[src/verilog/c1Pkg.sv]
// C1 glue chip shared types
package c1Pkg;

	// 68000 address lines A23 down to A17
	typedef logic [6:0] cpuAddr;

	// One byte on the upper data lane or on SDD
	typedef logic [7:0] dataByte;

	// Player port, eight buttons then two select lines on top
	typedef logic [9:0] padBits;

	// Number of inserted wait states
	typedef logic [1:0] waitCount;

	// One 68000 bus request, held from nAs fall to nAs rise
	typedef struct packed {
		cpuAddr addr;
		logic   rw;
		logic   nLds;
		logic   nUds;
		logic   nAs;
	} busReq;

	// Decoded zones, all active low
	typedef struct packed {
		logic nRom;
		logic nWram;
		logic nPort;
		logic nLspc;
		logic nCard;
		logic nSrom;
		logic nSram;
		logic nPal;
		logic nCtrl1;
		logic nCtrl2;
		logic nStatusB;
		logic nIcom;
	} zoneBus;

	// Memory and peripheral strobes, all active low
	typedef struct packed {
		logic nRomOeL, nRomOeU;
		logic nPortOeL, nPortOeU, nPortWeL, nPortWeU, nPortAdrs;
		logic nWrL, nWrU, nWwL, nWwU;
		logic nSromOeL, nSromOeU;
		logic nSramOeL, nSramOeU, nSramWeL, nSramWeU;
		logic nLspOe, nLspWe;
		logic nCrdO, nCrdW, nCrdC;
		logic nPal;
		logic nBitW0, nBitW1, nDipRd0, nDipRd1;
	} memStrobes;

	// DTACK generator states
	typedef enum logic [1:0] {
		sIdle,
		sCount,
		sAck
	} waitState;

endpackage
[src/verilog/neoC1.sv]
// Neo Geo C1 bus glue top level
`timescale 1ns/100ps

module neoC1 #(
	parameter c1Pkg::waitCount romWaitStates = 2'd1
) (
	input  logic             clk68k,
	input  logic             arstN,
	input  c1Pkg::busReq     cpuBus,
	input  c1Pkg::dataByte   dataIn,
	input  c1Pkg::padBits    p1In,
	input  c1Pkg::padBits    p2In,
	input  logic             nCd1,
	input  logic             nCd2,
	input  logic             nWp,
	input  logic             systemMode,
	input  logic             nRomWait,
	input  logic             nPWait0,
	input  logic             nPWait1,
	input  logic             pDtack,
	input  c1Pkg::dataByte   sddIn,
	input  logic             nSdZ80R,
	input  logic             nSdZ80W,
	input  logic             nSdZ80Clr,
	output c1Pkg::memStrobes strobes,
	output c1Pkg::dataByte   dataOut,
	output logic             dataOe,
	output logic             nDtack,
	output c1Pkg::dataByte   sddOut,
	output logic             sddOe,
	output logic             nSdw
);
	import c1Pkg::*;

	zoneBus  zones;
	dataByte soundReply;

	// Address side
	c1AddrDecode decode (
		.cpuBus  (cpuBus),
		.zones   (zones),
		.strobes (strobes)
	);

	// Bus acknowledge
	c1Wait #(
		.romWaitStates (romWaitStates)
	) waitGen (
		.clk68k   (clk68k),
		.arstN    (arstN),
		.nAs      (cpuBus.nAs),
		.zones    (zones),
		.nRomWait (nRomWait),
		.nPWait0  (nPWait0),
		.nPWait1  (nPWait1),
		.pDtack   (pDtack),
		.nDtack   (nDtack)
	);

	// Sound CPU mailbox
	c1SoundLatch soundLatch (
		.clk68k     (clk68k),
		.arstN      (arstN),
		.rw         (cpuBus.rw),
		.nIcom      (zones.nIcom),
		.dataIn     (dataIn),
		.sddIn      (sddIn),
		.nSdZ80R    (nSdZ80R),
		.nSdZ80W    (nSdZ80W),
		.nSdZ80Clr  (nSdZ80Clr),
		.sddOut     (sddOut),
		.sddOe      (sddOe),
		.nSdw       (nSdw),
		.soundReply (soundReply)
	);

	// Read data back to the 68000
	c1ReadPort readPort (
		.zones      (zones),
		.p1In       (p1In),
		.p2In       (p2In),
		.nCd1       (nCd1),
		.nCd2       (nCd2),
		.nWp        (nWp),
		.systemMode (systemMode),
		.soundReply (soundReply),
		.dataOut    (dataOut),
		.dataOe     (dataOe)
	);

endmodule

[src/verilog/c1ReadPort.sv]
// Upper data lane read multiplexer
`timescale 1ns/100ps

module c1ReadPort (
	input  c1Pkg::zoneBus  zones,
	input  c1Pkg::padBits  p1In,
	input  c1Pkg::padBits  p2In,
	input  logic          nCd1,
	input  logic          nCd2,
	input  logic          nWp,
	input  logic          systemMode,
	input  c1Pkg::dataByte soundReply,
	output c1Pkg::dataByte dataOut,
	output logic          dataOe
);
	import c1Pkg::*;

	dataByte statusByte;
	logic    anyRead;

	// Status B layout, MSB first
	// mode, write protect, card detects, then select lines of both pads
	assign statusByte = {systemMode, nWp, nCd2, nCd1, p2In[9:8], p1In[9:8]};

	// Register zones already carry rw and nAs, except icom
	// Icom write data arrives on dataIn, so the reply lane is free to drive
	assign anyRead = ~(zones.nCtrl1 & zones.nCtrl2 & zones.nStatusB & zones.nIcom);

	always_comb begin
		dataOut = '0;
		if (!zones.nCtrl1) begin
			// Player 1 buttons
			dataOut = p1In[7:0];
		end else if (!zones.nCtrl2) begin
			// Player 2 buttons
			dataOut = p2In[7:0];
		end else if (!zones.nStatusB) begin
			dataOut = statusByte;
		end else if (!zones.nIcom) begin
			// Last byte from the Z80
			dataOut = soundReply;
		end
	end

	assign dataOe = anyRead;

endmodule

[src/verilog/c1SoundLatch.sv]
// 68000 and Z80 sound command latches
`timescale 1ns/100ps

module c1SoundLatch (
	input  logic          clk68k,
	input  logic          arstN,
	input  logic          rw,
	input  logic          nIcom,
	input  c1Pkg::dataByte dataIn,
	input  c1Pkg::dataByte sddIn,
	input  logic          nSdZ80R,
	input  logic          nSdZ80W,
	input  logic          nSdZ80Clr,
	output c1Pkg::dataByte sddOut,
	output logic          sddOe,
	output logic          nSdw,
	output c1Pkg::dataByte soundReply
);
	import c1Pkg::*;

	dataByte cmdLatch;
	logic    icomWrite;
	logic    wrSeen;
	logic    loadCmd;

	// Icom zone is only live while nAs is low
	assign icomWrite = ~nIcom & ~rw;
	// First edge of the write only
	assign loadCmd   = icomWrite & ~wrSeen;

	// Command latch, 68000 to Z80
	always_ff @(posedge clk68k or negedge arstN) begin
		if (!arstN) begin
			cmdLatch <= '0;
			wrSeen   <= 1'b0;
			nSdw     <= 1'b1;
		end else begin
			wrSeen <= icomWrite;
			// One-cycle NMI request to the Z80
			nSdw   <= ~loadCmd;
			if (loadCmd) begin
				// A fresh command wins over a pending clear
				cmdLatch <= dataIn;
			end else if (!nSdZ80Clr) begin
				cmdLatch <= '0;
			end
		end
	end

	// Reply latch, Z80 to 68000
	always_ff @(posedge clk68k or negedge arstN) begin
		if (!arstN) begin
			soundReply <= '0;
		end else if (!nSdZ80W) begin
			soundReply <= sddIn;
		end
	end

	// Z80 read of the command
	assign sddOe  = ~nSdZ80R;
	assign sddOut = nSdZ80R ? '0 : cmdLatch;

	// Each write yields a single pulse
	sdwSinglePulse: assert property (@(posedge clk68k) disable iff (!arstN)
		!nSdw |=> nSdw)
		else $error("c1SoundLatch: nSdw low for two cycles");

endmodule

[src/verilog/c1Wait.sv]
// 68000 DTACK wait-state generator
`timescale 1ns/100ps

module c1Wait #(
	parameter c1Pkg::waitCount romWaitStates = 2'd1
) (
	input  logic         clk68k,
	input  logic         arstN,
	input  logic         nAs,
	input  c1Pkg::zoneBus zones,
	input  logic         nRomWait,
	input  logic         nPWait0,
	input  logic         nPWait1,
	input  logic         pDtack,
	output logic         nDtack
);
	import c1Pkg::*;

	waitState state;
	waitCount count;
	waitCount zoneWait;
	logic     cardZone;

	assign cardZone = ~zones.nCard;

	// Wait count of the zone being accessed
	always_comb begin
		if (!zones.nRom) begin
			zoneWait = nRomWait ? 2'd0 : romWaitStates;
		end else if (!zones.nPort) begin
			// Port slot requests 0 to 3 waits
			zoneWait = {~nPWait1, ~nPWait0};
		end else begin
			zoneWait = 2'd0;
		end
	end

	always_ff @(posedge clk68k or negedge arstN) begin
		if (!arstN) begin
			state <= sIdle;
			count <= '0;
		end else begin
			case (state)
				sIdle: begin
					// Edge 0 of a bus cycle
					if (!nAs) begin
						if (cardZone) begin
							state <= pDtack ? sAck : sCount;
						end else if (zoneWait == 2'd0) begin
							state <= sAck;
						end else begin
							state <= sCount;
							count <= zoneWait - 2'd1;
						end
					end
				end
				sCount: begin
					if (nAs) begin
						// Aborted cycle
						state <= sIdle;
					end else if (cardZone) begin
						// Card decides its own length
						if (pDtack) begin
							state <= sAck;
						end
					end else if (count == 2'd0) begin
						state <= sAck;
					end else begin
						count <= count - 2'd1;
					end
				end
				sAck: begin
					// Hold acknowledge until the master ends the cycle
					if (nAs) begin
						state <= sIdle;
					end
				end
				default: state <= sIdle;
			endcase
		end
	end

	assign nDtack = (state != sAck);

	// No acknowledge may follow a sampled idle bus
	dtackAfterAs: assert property (@(posedge clk68k) disable iff (!arstN)
		nAs |=> nDtack)
		else $error("c1Wait: nDtack low after nAs high");

endmodule

[src/verilog/c1AddrDecode.sv]
// 68000 zone and strobe decoder
`timescale 1ns/100ps

module c1AddrDecode (
	input  c1Pkg::busReq     cpuBus,
	output c1Pkg::zoneBus    zones,
	output c1Pkg::memStrobes strobes
);

	// Named address bits
	logic a23, a22, a21, a20, a19, a18, a17;
	logic rw, nLds, nUds, nAs;

	// Internal zones, not exported
	logic nIoZone;
	logic nC1Regs;

	assign {a23, a22, a21, a20, a19, a18, a17} = cpuBus.addr;
	assign rw   = cpuBus.rw;
	assign nLds = cpuBus.nLds;
	assign nUds = cpuBus.nUds;
	assign nAs  = cpuBus.nAs;

	// 1 MB zones in the low 4 MB
	// 000000 to 0FFFFF
	assign zones.nRom  = a23 | a22 | a21 | a20;
	// 100000 to 1FFFFF
	assign zones.nWram = a23 | a22 | a21 | ~a20;
	// 200000 to 2FFFFF
	assign zones.nPort = a23 | a22 | ~a21 | a20;
	// 300000 to 3FFFFF, split below
	assign nIoZone     = a23 | a22 | ~a21 | ~a20;

	// C1 registers sit on even bytes only, live during the bus cycle
	assign nC1Regs = nUds | nIoZone | nAs;

	// 300000 to 31FFFF, player 1, read only
	assign zones.nCtrl1   = nC1Regs | ~rw | a19 | a18 | a17;
	// 320000 to 33FFFF, sound latches, both directions
	assign zones.nIcom    = nC1Regs | a19 | a18 | ~a17;
	// 340000 to 35FFFF, player 2, read only
	assign zones.nCtrl2   = nC1Regs | ~rw | a19 | ~a18 | a17;
	// 380000 to 39FFFF, status B, read only
	assign zones.nStatusB = nC1Regs | ~rw | ~a19 | a18 | a17;

	// 3C0000 to 3DFFFF, video controller
	assign zones.nLspc = nIoZone | ~a19 | ~a18 | a17;

	// 400000 to 7FFFFF, palette RAM
	assign zones.nPal  = a23 | ~a22;
	// 800000 to BFFFFF, memory card on odd bytes
	assign zones.nCard = nLds | ~a23 | a22;
	// C00000 to CFFFFF, system ROM
	assign zones.nSrom = ~a23 | ~a22 | a21 | a20;
	// D00000 to DFFFFF, backup SRAM
	assign zones.nSram = ~a23 | ~a22 | a21 | ~a20;

	// Cartridge ROM, read only
	assign strobes.nRomOeL = ~rw | nLds | zones.nRom | nAs;
	assign strobes.nRomOeU = ~rw | nUds | zones.nRom | nAs;

	// Expansion port
	assign strobes.nPortOeL  = ~rw | nLds | zones.nPort | nAs;
	assign strobes.nPortOeU  = ~rw | nUds | zones.nPort | nAs;
	assign strobes.nPortWeL  = rw | nLds | zones.nPort | nAs;
	assign strobes.nPortWeU  = rw | nUds | zones.nPort | nAs;
	// Address select follows the zone alone
	assign strobes.nPortAdrs = zones.nPort;

	// Work RAM
	assign strobes.nWrL = ~rw | nLds | zones.nWram | nAs;
	assign strobes.nWrU = ~rw | nUds | zones.nWram | nAs;
	assign strobes.nWwL = rw | nLds | zones.nWram | nAs;
	assign strobes.nWwU = rw | nUds | zones.nWram | nAs;

	// System ROM
	assign strobes.nSromOeL = ~rw | nLds | zones.nSrom | nAs;
	assign strobes.nSromOeU = ~rw | nUds | zones.nSrom | nAs;

	// Backup SRAM
	assign strobes.nSramOeL = ~rw | nLds | zones.nSram | nAs;
	assign strobes.nSramOeU = ~rw | nUds | zones.nSram | nAs;
	assign strobes.nSramWeL = rw | nLds | zones.nSram | nAs;
	assign strobes.nSramWeU = rw | nUds | zones.nSram | nAs;

	// Video controller on the upper lane only
	assign strobes.nLspOe = ~rw | nUds | zones.nLspc | nAs;
	assign strobes.nLspWe = rw | nUds | zones.nLspc | nAs;

	// Memory card, common enable on either access
	assign strobes.nCrdO = ~rw | zones.nCard | nAs;
	assign strobes.nCrdW = rw | zones.nCard | nAs;
	assign strobes.nCrdC = strobes.nCrdO & strobes.nCrdW;

	// Palette, both directions
	assign strobes.nPal = zones.nPal | nAs;

	// DIP switch reads on odd bytes, 30xxxx and 32xxxx
	assign strobes.nDipRd0 = nAs | nLds | ~rw | nIoZone | a19 | a18 | a17;
	assign strobes.nDipRd1 = nAs | nLds | ~rw | nIoZone | a19 | a18 | ~a17;
	// Bit latch writes on odd bytes, 38xxxx and 3Axxxx
	assign strobes.nBitW0  = nAs | nLds | rw | nIoZone | ~a19 | a18 | a17;
	assign strobes.nBitW1  = nAs | nLds | rw | nIoZone | ~a19 | a18 | ~a17;

	// Main memory zones never overlap within a bus cycle
	memZoneExclusive: assert property (@(posedge nAs)
		$onehot0(~{zones.nRom, zones.nWram, zones.nPort, zones.nSrom, zones.nSram}))
		else $error("c1AddrDecode: overlapping memory zones");

endmodule

[config.mk]
export PLATFORM = sky130hd
export DESIGN_NAME = neoC1
export DESIGN_NICKNAME = d
export VERILOG_FILES = /design/src/verilog/c1Pkg.sv /design/src/verilog/neoC1.sv /design/src/verilog/c1ReadPort.sv /design/src/verilog/c1SoundLatch.sv /design/src/verilog/c1Wait.sv /design/src/verilog/c1AddrDecode.sv
export SDC_FILE = /design/constraint.sdc
export NUM_CORES = 1
export LEC_CHECK = 0
export BUFFER_PORTS_ARGS = -buffer_cell sky130_fd_sc_hd__buf_2
export CAP_MARGIN = 20
export CORE_MARGIN = 2
export CORE_UTILIZATION = 39
export CTS_BUF_LIST = sky130_fd_sc_hd__clkbuf_8 sky130_fd_sc_hd__clkbuf_16
export DETAILED_ROUTE_END_ITERATION = 7
export HOLD_SLACK_MARGIN = 0.06
export PLACE_DENSITY = 0.77
export SKIP_LAST_GASP = 1
export SYNTH_ARGS = -nofsm -noshare
export SYNTH_HDL_FRONTEND = slang
export SYNTH_SLANG_ARGS = --single-unit
[constraint.sdc]
create_clock -name clk68k -period 1.82 [get_ports clk68k]
set_input_delay 0.364 -clock clk68k [delete_from_list [all_inputs] [get_ports clk68k]]
set_output_delay 0.364 -clock clk68k [all_outputs]
set_load 0.1 [all_outputs]
==> results of run 1 <==
==> what timing repair did <==
item                       in CTS  in global routing
hold buffers                    0                  0
gates resized for setup        36                 43
pin swaps                       8                 13
setup buffers                   0                  1
setup endpoints to repair      19                 30
hold endpoints to repair        0                  0
==> worst max path at each step <==
stage               slack [ns]    endpoint      start  cells after the start
finish                   -0.21  dataOut[5]  cpuBus[3]                      6
global route             -0.30  dataOut[4]  cpuBus[3]                      6
CTS                      -0.21  dataOut[5]  cpuBus[1]                      7
detailed placement       -0.27  dataOut[7]  cpuBus[0]                      7
global placement         -0.24  dataOut[0]  cpuBus[0]                      8
floorplan                -0.63  dataOut[4]  cpuBus[0]                      5
==> per-stage QoR <==
stage / std cells / worst slack [ns]
6_report: 402 / -0.209
3_3_place_gp: 398 / -0.243
2_1_floorplan: 205 / -0.627
5_1_grt: 402 / -0.304
4_1_cts: 402 / -0.207
3_5_place_dp: 398 / -0.266
==> registers in the layout (all words and copies together) (netlist names) <==
name and cells:
soundLatch.cmdLatch 8, soundLatch.soundReply 8, waitGen.count 2, waitGen.state 2
soundLatch.nSdw 1, soundLatch.wrSeen 1
==> layout by cell type (no fill, tap or decap), types with 3 or more instances in the layout <==
cell type   n
nand3_1     5
clkbuf_8    3
buf_2      70
nand4_1     8
dfrtp_1    21
a21oi_1     3
nor2b_2     8
inv_1      12
nand2_1    15
buf_12     20
nand2_2    15
nand2_4     6
nor2b_1     4
o21ai_0     8
o21ai_1     4
buf_4      52
a32oi_1     5
nor2_1      5
mux2_2      8
o2bb2ai_4   5
buf_6      10
mux2i_1     8
==> cell type report <==
class                   instances  area (µm²)  share of cell area [%]
well taps                      52        65.1                    1.87
repair buffers                155        1290                    37.1
multi-input cells             155        1450                    41.5
clock buffers                   3        41.3                    1.19
clock inverters                 1        30.0                   0.863
inverters                      14        56.3                    1.62
flip-flops and latches         22         552                    15.9
==> layer usage <==
metal / track usage, % / vias up / part of all wire (%)
met3: 1.99 / 12 / 4.9
met4: 3.14 / 0 / 1.6
met1: 29.0 / 1013 / 41
met5: 0 / - / 0
li1: - / 1031 / -
met2: 44.0 / 84 / 52
==> power groups by stage <==
stage	sequential, W	combinational (W)	clock [W]
global route	0.000579	0.000584	0.000464
global placement	0.000579	0.000496	0
CTS	0.000572	0.000527	0.000446
detailed placement	0.000581	0.000510	0
finish	0.000573	0.000545	0.000441
floorplan	0.000571	0.000309	0
==> logic make-up (layout without fill, tap and decap cells) <==
kind of cell    after synthesis  count (layout)  share of synthesized area (%)
buf+inv                      28             173                           7.96
simple gates                 98              98                           33.6
mux                          16              16                           9.84
compound gates               41              41                           16.6
flops                        22              22                           31.9
==> summary.md, run 1 <==
| Metric | Value |
|---|---|
| Buffers on Ports | 106 |
| Die Area | 0.00498 mm² |
| Cell Rows | 24 |
| Pint | 0.00106 W |
| Maxcap violations | 0 |
| Clock power frac | 28.3% |
| R2r setup slk | 0.23 ns |
| Reg2reg end | waitGen.count[1] |
| Clock transition at path regs | 0.08 ns |
| DR WL/cell | 15.2 µm |
| Count of cell types in the netlist | 46 |
| Endpoints failing setup | 9 |
| Die Ht | 70.6 µm |
| Synth top area share | 30.4% |
| Final core utilization | 80.5% |
| ANT cells | 0 |
| Vias per cell | 5.32 |
| Worst-Margin Slew | 0.492 ns |
| Register-to-Register Path Depth | 4 |
| Syn_nets | 265 |
| YS warnings | 0 |
| Design Area, Final | 0.00348 mm² |
| Initial Util | 40.0% |
| CTS tree | yes |
| Switch Pwr | 0.000500 W |
| Synth Cell Area | 0.00173 mm² |
| Pin count of the biggest net entering global routing | 23 |
| Final HPWL DP | 4690 µm |
| Synth area leaders | dfrtp_1, nand2_1, mux2_2 |
| Top-count cell post-synth | nand2_1 |
| Vias in the first global route | 2071 |
| Crit start category | input port |
| Period Utilization, post-route | 111% |
| DRT Wirelength | 6130 µm |
| Setup TNS | -1.71 ns |
| WP data required | 1.46 ns |
| FF+latch count, synth | 22 |
| Maximum operating frequency | 493 MHz |
| CP endpoint kind | primary output |
| Placed inst area | 0.00320 mm² |
| Total CTS buffers | 3 |
| CP arrival | 1.67 ns |
| # fillers | 251 |
| Antenna violations before repair | 0 |
| Max incr delay on CP | 0.32 ns |
| Global-route wire length before repair | 9580 µm |
| Reg2reg start | waitGen.state[0] |
| # IOs | 107 |
| Min Clock Period, post-route | 2.03 ns |
| WS Path Type | input port to primary output |
| Syn Area/Cell | 8.43 µm² |
| PD cells | 448 mW/mm² |
| Slew Limit Fails | 0 |
| Number of flops mapped to enable cells by yosys | 0 |
| Cell family with most CP delay | simple AND/OR/NAND/NOR gates |
| Top_reg_cell synth | dfrtp_1 |
| Status | finished, violations left |
| Final nets | 411 |
| Syn Inst Count | 205 |
| Top post-synthesis cells by count | nand2_1, dfrtp_1, inv_1, nor2b_1, o21ai_0 |
| Static leakage | 1.60 nW |
| Combinational Power Share | 34.9% |
| Critical path peak fanout | 5 |
| Register share of total power | 36.8% |
| Setup WS post-layout | -0.209 ns |
| Clk buf depth | 2 |
| Gpl congestion | 0.832 |
| CORE AREA | 0.00432 mm² |
| Vias | 2140 |
| Remaining Overflow, GRT | 0 |
| Worst skew pair latency | 0.25 ns |
| Antenna Violating Nets Remaining | 0 |
| Drt pass-1 iters | 4 |
| Total GRT Usage | 23.0% |
| Die Span X | 70.6 µm |
| P&R area growth vs syn | 101% |
| # H-tree levels | 1 |
| Fin Clk Skew | 0.00405 ns |
| CTS Sinks | 22 |
| Switching Fraction | 32.1% |
| Register area share after synthesis | 31.9% |
| Hold Path Class | input port to async pin |
| Root Buffer | clkbuf_8 |
| Total power | 0.00156 W |
| Violated checks | negative setup slack |
| Slowest CP cell | and3b_2 |
| Hold Violations, Final | 0 |
| Yosys top cell by area | dfrtp_1 |
| Violation count after the first detailed-route iteration | 113 |
| Hold WS | 0.0538 ns |
| Crit path buffers/inverters | 2 |
| Fraction of registers with async set/reset | 100% |
| Share of layout cells above drive strength 1 | 67.1% |
| Cell-by-cell trace of the critical path | buf_2 > nor3b_4 > and3b_2 > a221oi_2 > a221oi_4 > buf_12 |
| Worst vdd ir | 0.625 mV |
| RSZ-0062 raised after global routing | true |
| Relative slew slack | 67.5% |
| Post-route DRC | 0 |
No activity file was read; power rests on OpenSTA's default activity.
==> run 2, diff against run 1 <==
--- a/config.mk
+++ b/config.mk
@@ -7,12 +7,14 @@
 export LEC_CHECK = 0
 export BUFFER_PORTS_ARGS = -buffer_cell sky130_fd_sc_hd__buf_2
 export CAP_MARGIN = 20
+export CELL_PAD_IN_SITES_DETAIL_PLACEMENT = 1
+export CELL_PAD_IN_SITES_GLOBAL_PLACEMENT = 2
 export CORE_MARGIN = 2
-export CORE_UTILIZATION = 39
+export CORE_UTILIZATION = 20
 export CTS_BUF_LIST = sky130_fd_sc_hd__clkbuf_8 sky130_fd_sc_hd__clkbuf_16
 export DETAILED_ROUTE_END_ITERATION = 7
 export HOLD_SLACK_MARGIN = 0.06
-export PLACE_DENSITY = 0.77
+export PLACE_DENSITY = 0.75
 export SKIP_LAST_GASP = 1
 export SYNTH_ARGS = -nofsm -noshare
 export SYNTH_HDL_FRONTEND = slang
==> run 2 against run 1 <==
The flow still finishes with violations (negative setup slack). Cell count grew 15%. First-iteration DRC count shrank 77%. Non-clock buffer count grew 8. Wire length grew 15%. Critical endpoint unchanged. Highest routed layer unchanged. Critical path type unchanged. Core utilization shrank 35 points. Sequential share of layout area shrank 1.2 points. Flip-flop and latch count is the same. Register-to-register slack gained 0.02 ns. Clock-buffer cell count is the same. Power grew 2.0%. Largest power group unchanged.
==> summary.md, run 2 (synthesized netlist as in run 1, its figures left out) <==
| Metric | Value |
|---|---|
| Clk buf depth | 2 (unchanged) |
| Reg2reg start | waitGen.state[0] |
| RSZ-0062 raised after global routing | true |
| Crit path buffers/inverters | 2 (unchanged) |
| Critical path startpoint | cpuBus[1] |
| Buffers on Ports | 106 (unchanged) |
| DRT Wirelength | 7030 µm (+15%) |
| Critical path peak fanout | 5 (unchanged) |
| DR WL/cell | 15.2 µm (-0.40%) |
| CP endpoint kind | primary output |
| Root Buffer | clkbuf_8 |
| Global-route wire length before repair | 11300 µm (+18%) |
| Maxcap violations | 0 (unchanged) |
| Period Utilization, post-route | 111% (-0.18 points) |
| R2r setup slk | 0.25 ns (+0.02 ns) |
| Critical Path End | dataOut[5] |
| # H-tree levels | 1 (unchanged) |
| CTS Sinks | 22 (unchanged) |
| Fin cells | 463 (+15%) |
| Share of layout cells above drive strength 1 | 67.6% (+0.45 points) |
| Post-route DRC | 0 (unchanged) |
| Min Clock Period, post-route | 2.03 ns (-0.00323 ns) |
| Clock transition at path regs | 0.08 ns (about the same) |
| Hold WS | 0.0501 ns (-0.00376 ns) |
| Final nets | 419 (+1.9%) |
| Initial Util | 20.8% (-19 points) |
| Total CTS buffers | 3 (unchanged) |
| Most common cell after layout, fill and taps aside | buf_2 |
| Most used cell, CP | a221oi_4 |
| Die Area | 0.00941 mm² (+89%) |
| Multi-input logic area | 0.00147 mm² (+1.4%) |
| ANT cells | 0 (unchanged) |
| CP arrival | 1.66 ns (about the same) |
| CTS Hold Bufs | 0 (unchanged) |
| Hold Path Class | input port to async pin |
| CTS tree | yes |
| Crit start category | input port |
| Pre-CTS WS | -0.301 ns (-0.0349 ns) |
| WP data required | 1.46 ns (about the same) |
| PD cells | 421 mW/mm² (-6.0%) |
| Hold Violations, Final | 0 (unchanged) |
| Top Registers | soundLatch.cmdLatch (8), soundLatch.soundReply (8) |
| Status | finished, violations left |
| Remaining Overflow, GRT | 0 (unchanged) |
| WS Path Type | input port to primary output |
| Final HPWL DP | 5990 µm (+28%) |
| Storage element area | 552 µm² (unchanged) |
| Max incr delay on CP | 0.33 ns (about the same) |
| CORE AREA | 0.00830 mm² (+92%) |
| Worst skew pair latency | 0.26 ns (about the same) |
| Vias in the first global route | 2293 (+11%) |
| Fin Clk Skew | 0.00522 ns (+0.00117 ns) |
| Cell-by-cell trace of the critical path | buf_8 > nor3b_4 > and3b_2 > a221oi_4 > a221oi_4 > buf_12 |
| Register-to-Register Path Depth | 4 (unchanged) |
| CP Depth | 6 (unchanged) |
| Maximum operating frequency | 494 MHz (+0.16%) |
| Gpl congestion | 0.793 (-4.6%) |
| Die Span X | 97.0 µm (+37%) |
| Worst-Margin Slew | 0.493 ns (+0.00168 ns) |
| Cell Rows | 33 (+38%) |
| P&R area growth vs syn | 118% |
| Antenna violations before repair | 0 (unchanged) |
| Cell family with most CP delay | simple AND/OR/NAND/NOR gates |
| Reg2reg end | waitGen.count[1] |
| Drt pass-1 iters | 4 (unchanged) |
| Violated checks | negative setup slack |
| Antenna Violating Nets Remaining | 0 (unchanged) |
| Slew Limit Fails | 0 (unchanged) |
| Vias | 2134 (-0.28%) |
| Placed cell count | 454 (+14%) |
| Endpoints failing setup | 12 (+3) |
| Die Ht | 97.0 µm (+37%) |
| Total GRT Usage | 14.4% (-8.6 points) |
| Setup WS post-layout | -0.206 ns (+0.00323 ns) |
| Pin count of the biggest net entering global routing | 23 (unchanged) |
| # fillers | 961 (+280%) |
| Slowest CP cell | and3b_2 |
| Violation count after the first detailed-route iteration | 26 (-77%) |
| Relative slew slack | 67.3% (-0.11 points) |
| Commonest non-fill, non-tap cells in the layout | buf_2, buf_4, buf_12 |
| Worst vdd ir | 0.801 mV (+28%) |
| # IOs | 107 (unchanged) |
| Static leakage | 1.71 nW (+7.5%) |
| Vias per cell | 4.61 (-13%) |
## run 2: cell count changes in the layout (fill, tap and decap cells not counted), sizes merged
cell / before / now
buf: 154 / 162
## run 2: through the flow
stage	total power, W	setup TNS, ns	cell area [µm²]	util, %
after CTS	0.00159	-1.77	3700	44.6
after global placement	0.00110	-3.56	3460	41.7
after global routing	0.00167	-2.46	3780	45.5
final	0.00159	-1.73	3780	45.5
after detailed placement	0.00112	-4.33	3460	41.7
after floorplan	0.000879	-12.17	2080	-
## run 2: repair_timing
action	CTS	global route
pin swaps	11	6
hold endpoints to repair	0	0
resized for setup	45	11
buffers inserted	3	3
endpoints found under the setup margin	20	24
## run 2: worst min-delay path by stage
stage               start                     end  cells after the start
CTS                 arstN  soundLatch.cmdLatch[5]                      1
detailed placement  arstN  soundLatch.cmdLatch[3]                      1
global route        arstN  soundLatch.cmdLatch[5]                      1
floorplan           arstN  soundLatch.cmdLatch[0]                      0
global placement    arstN  soundLatch.cmdLatch[3]                      1
finish              arstN  soundLatch.cmdLatch[5]                      1
## run 2: per-layer routing
layer	GRT usage, %	wire length [µm]	vias up
met5	0	0	-
met4	1.63	61	0
met3	2.38	282	4
met2	28.5	3900	59
met1	16.6	2790	1015
li1	-	-	1056
## run 2: worst reg2reg max path: cells and delay by family (launching register included)
family          cells  cell delay, ns
simple gates        2            0.65
compound gates      2            0.36
flops               1            0.45
## run 2: final cells by class
class | count | share of cell area [%]
clock buffer | 3 | 1.09
clock inverter | 1 | 0.795
tap | 105 | 3.48
timing repair buffer | 163 | 39.7
multi-input combinational | 155 | 38.8
sequential | 22 | 14.6
inverter | 14 | 1.49
## run 2: power breakdown
part / leakage, nW / internal [W] / switching (W)
combinational: 1.40 / 0.000245 / 0.000317
sequential: 0.279 / 0.000535 / 0.0000401
clock: 0.0357 / 0.000294 / 0.000160
total: 1.71 / 0.00107 / 0.000517
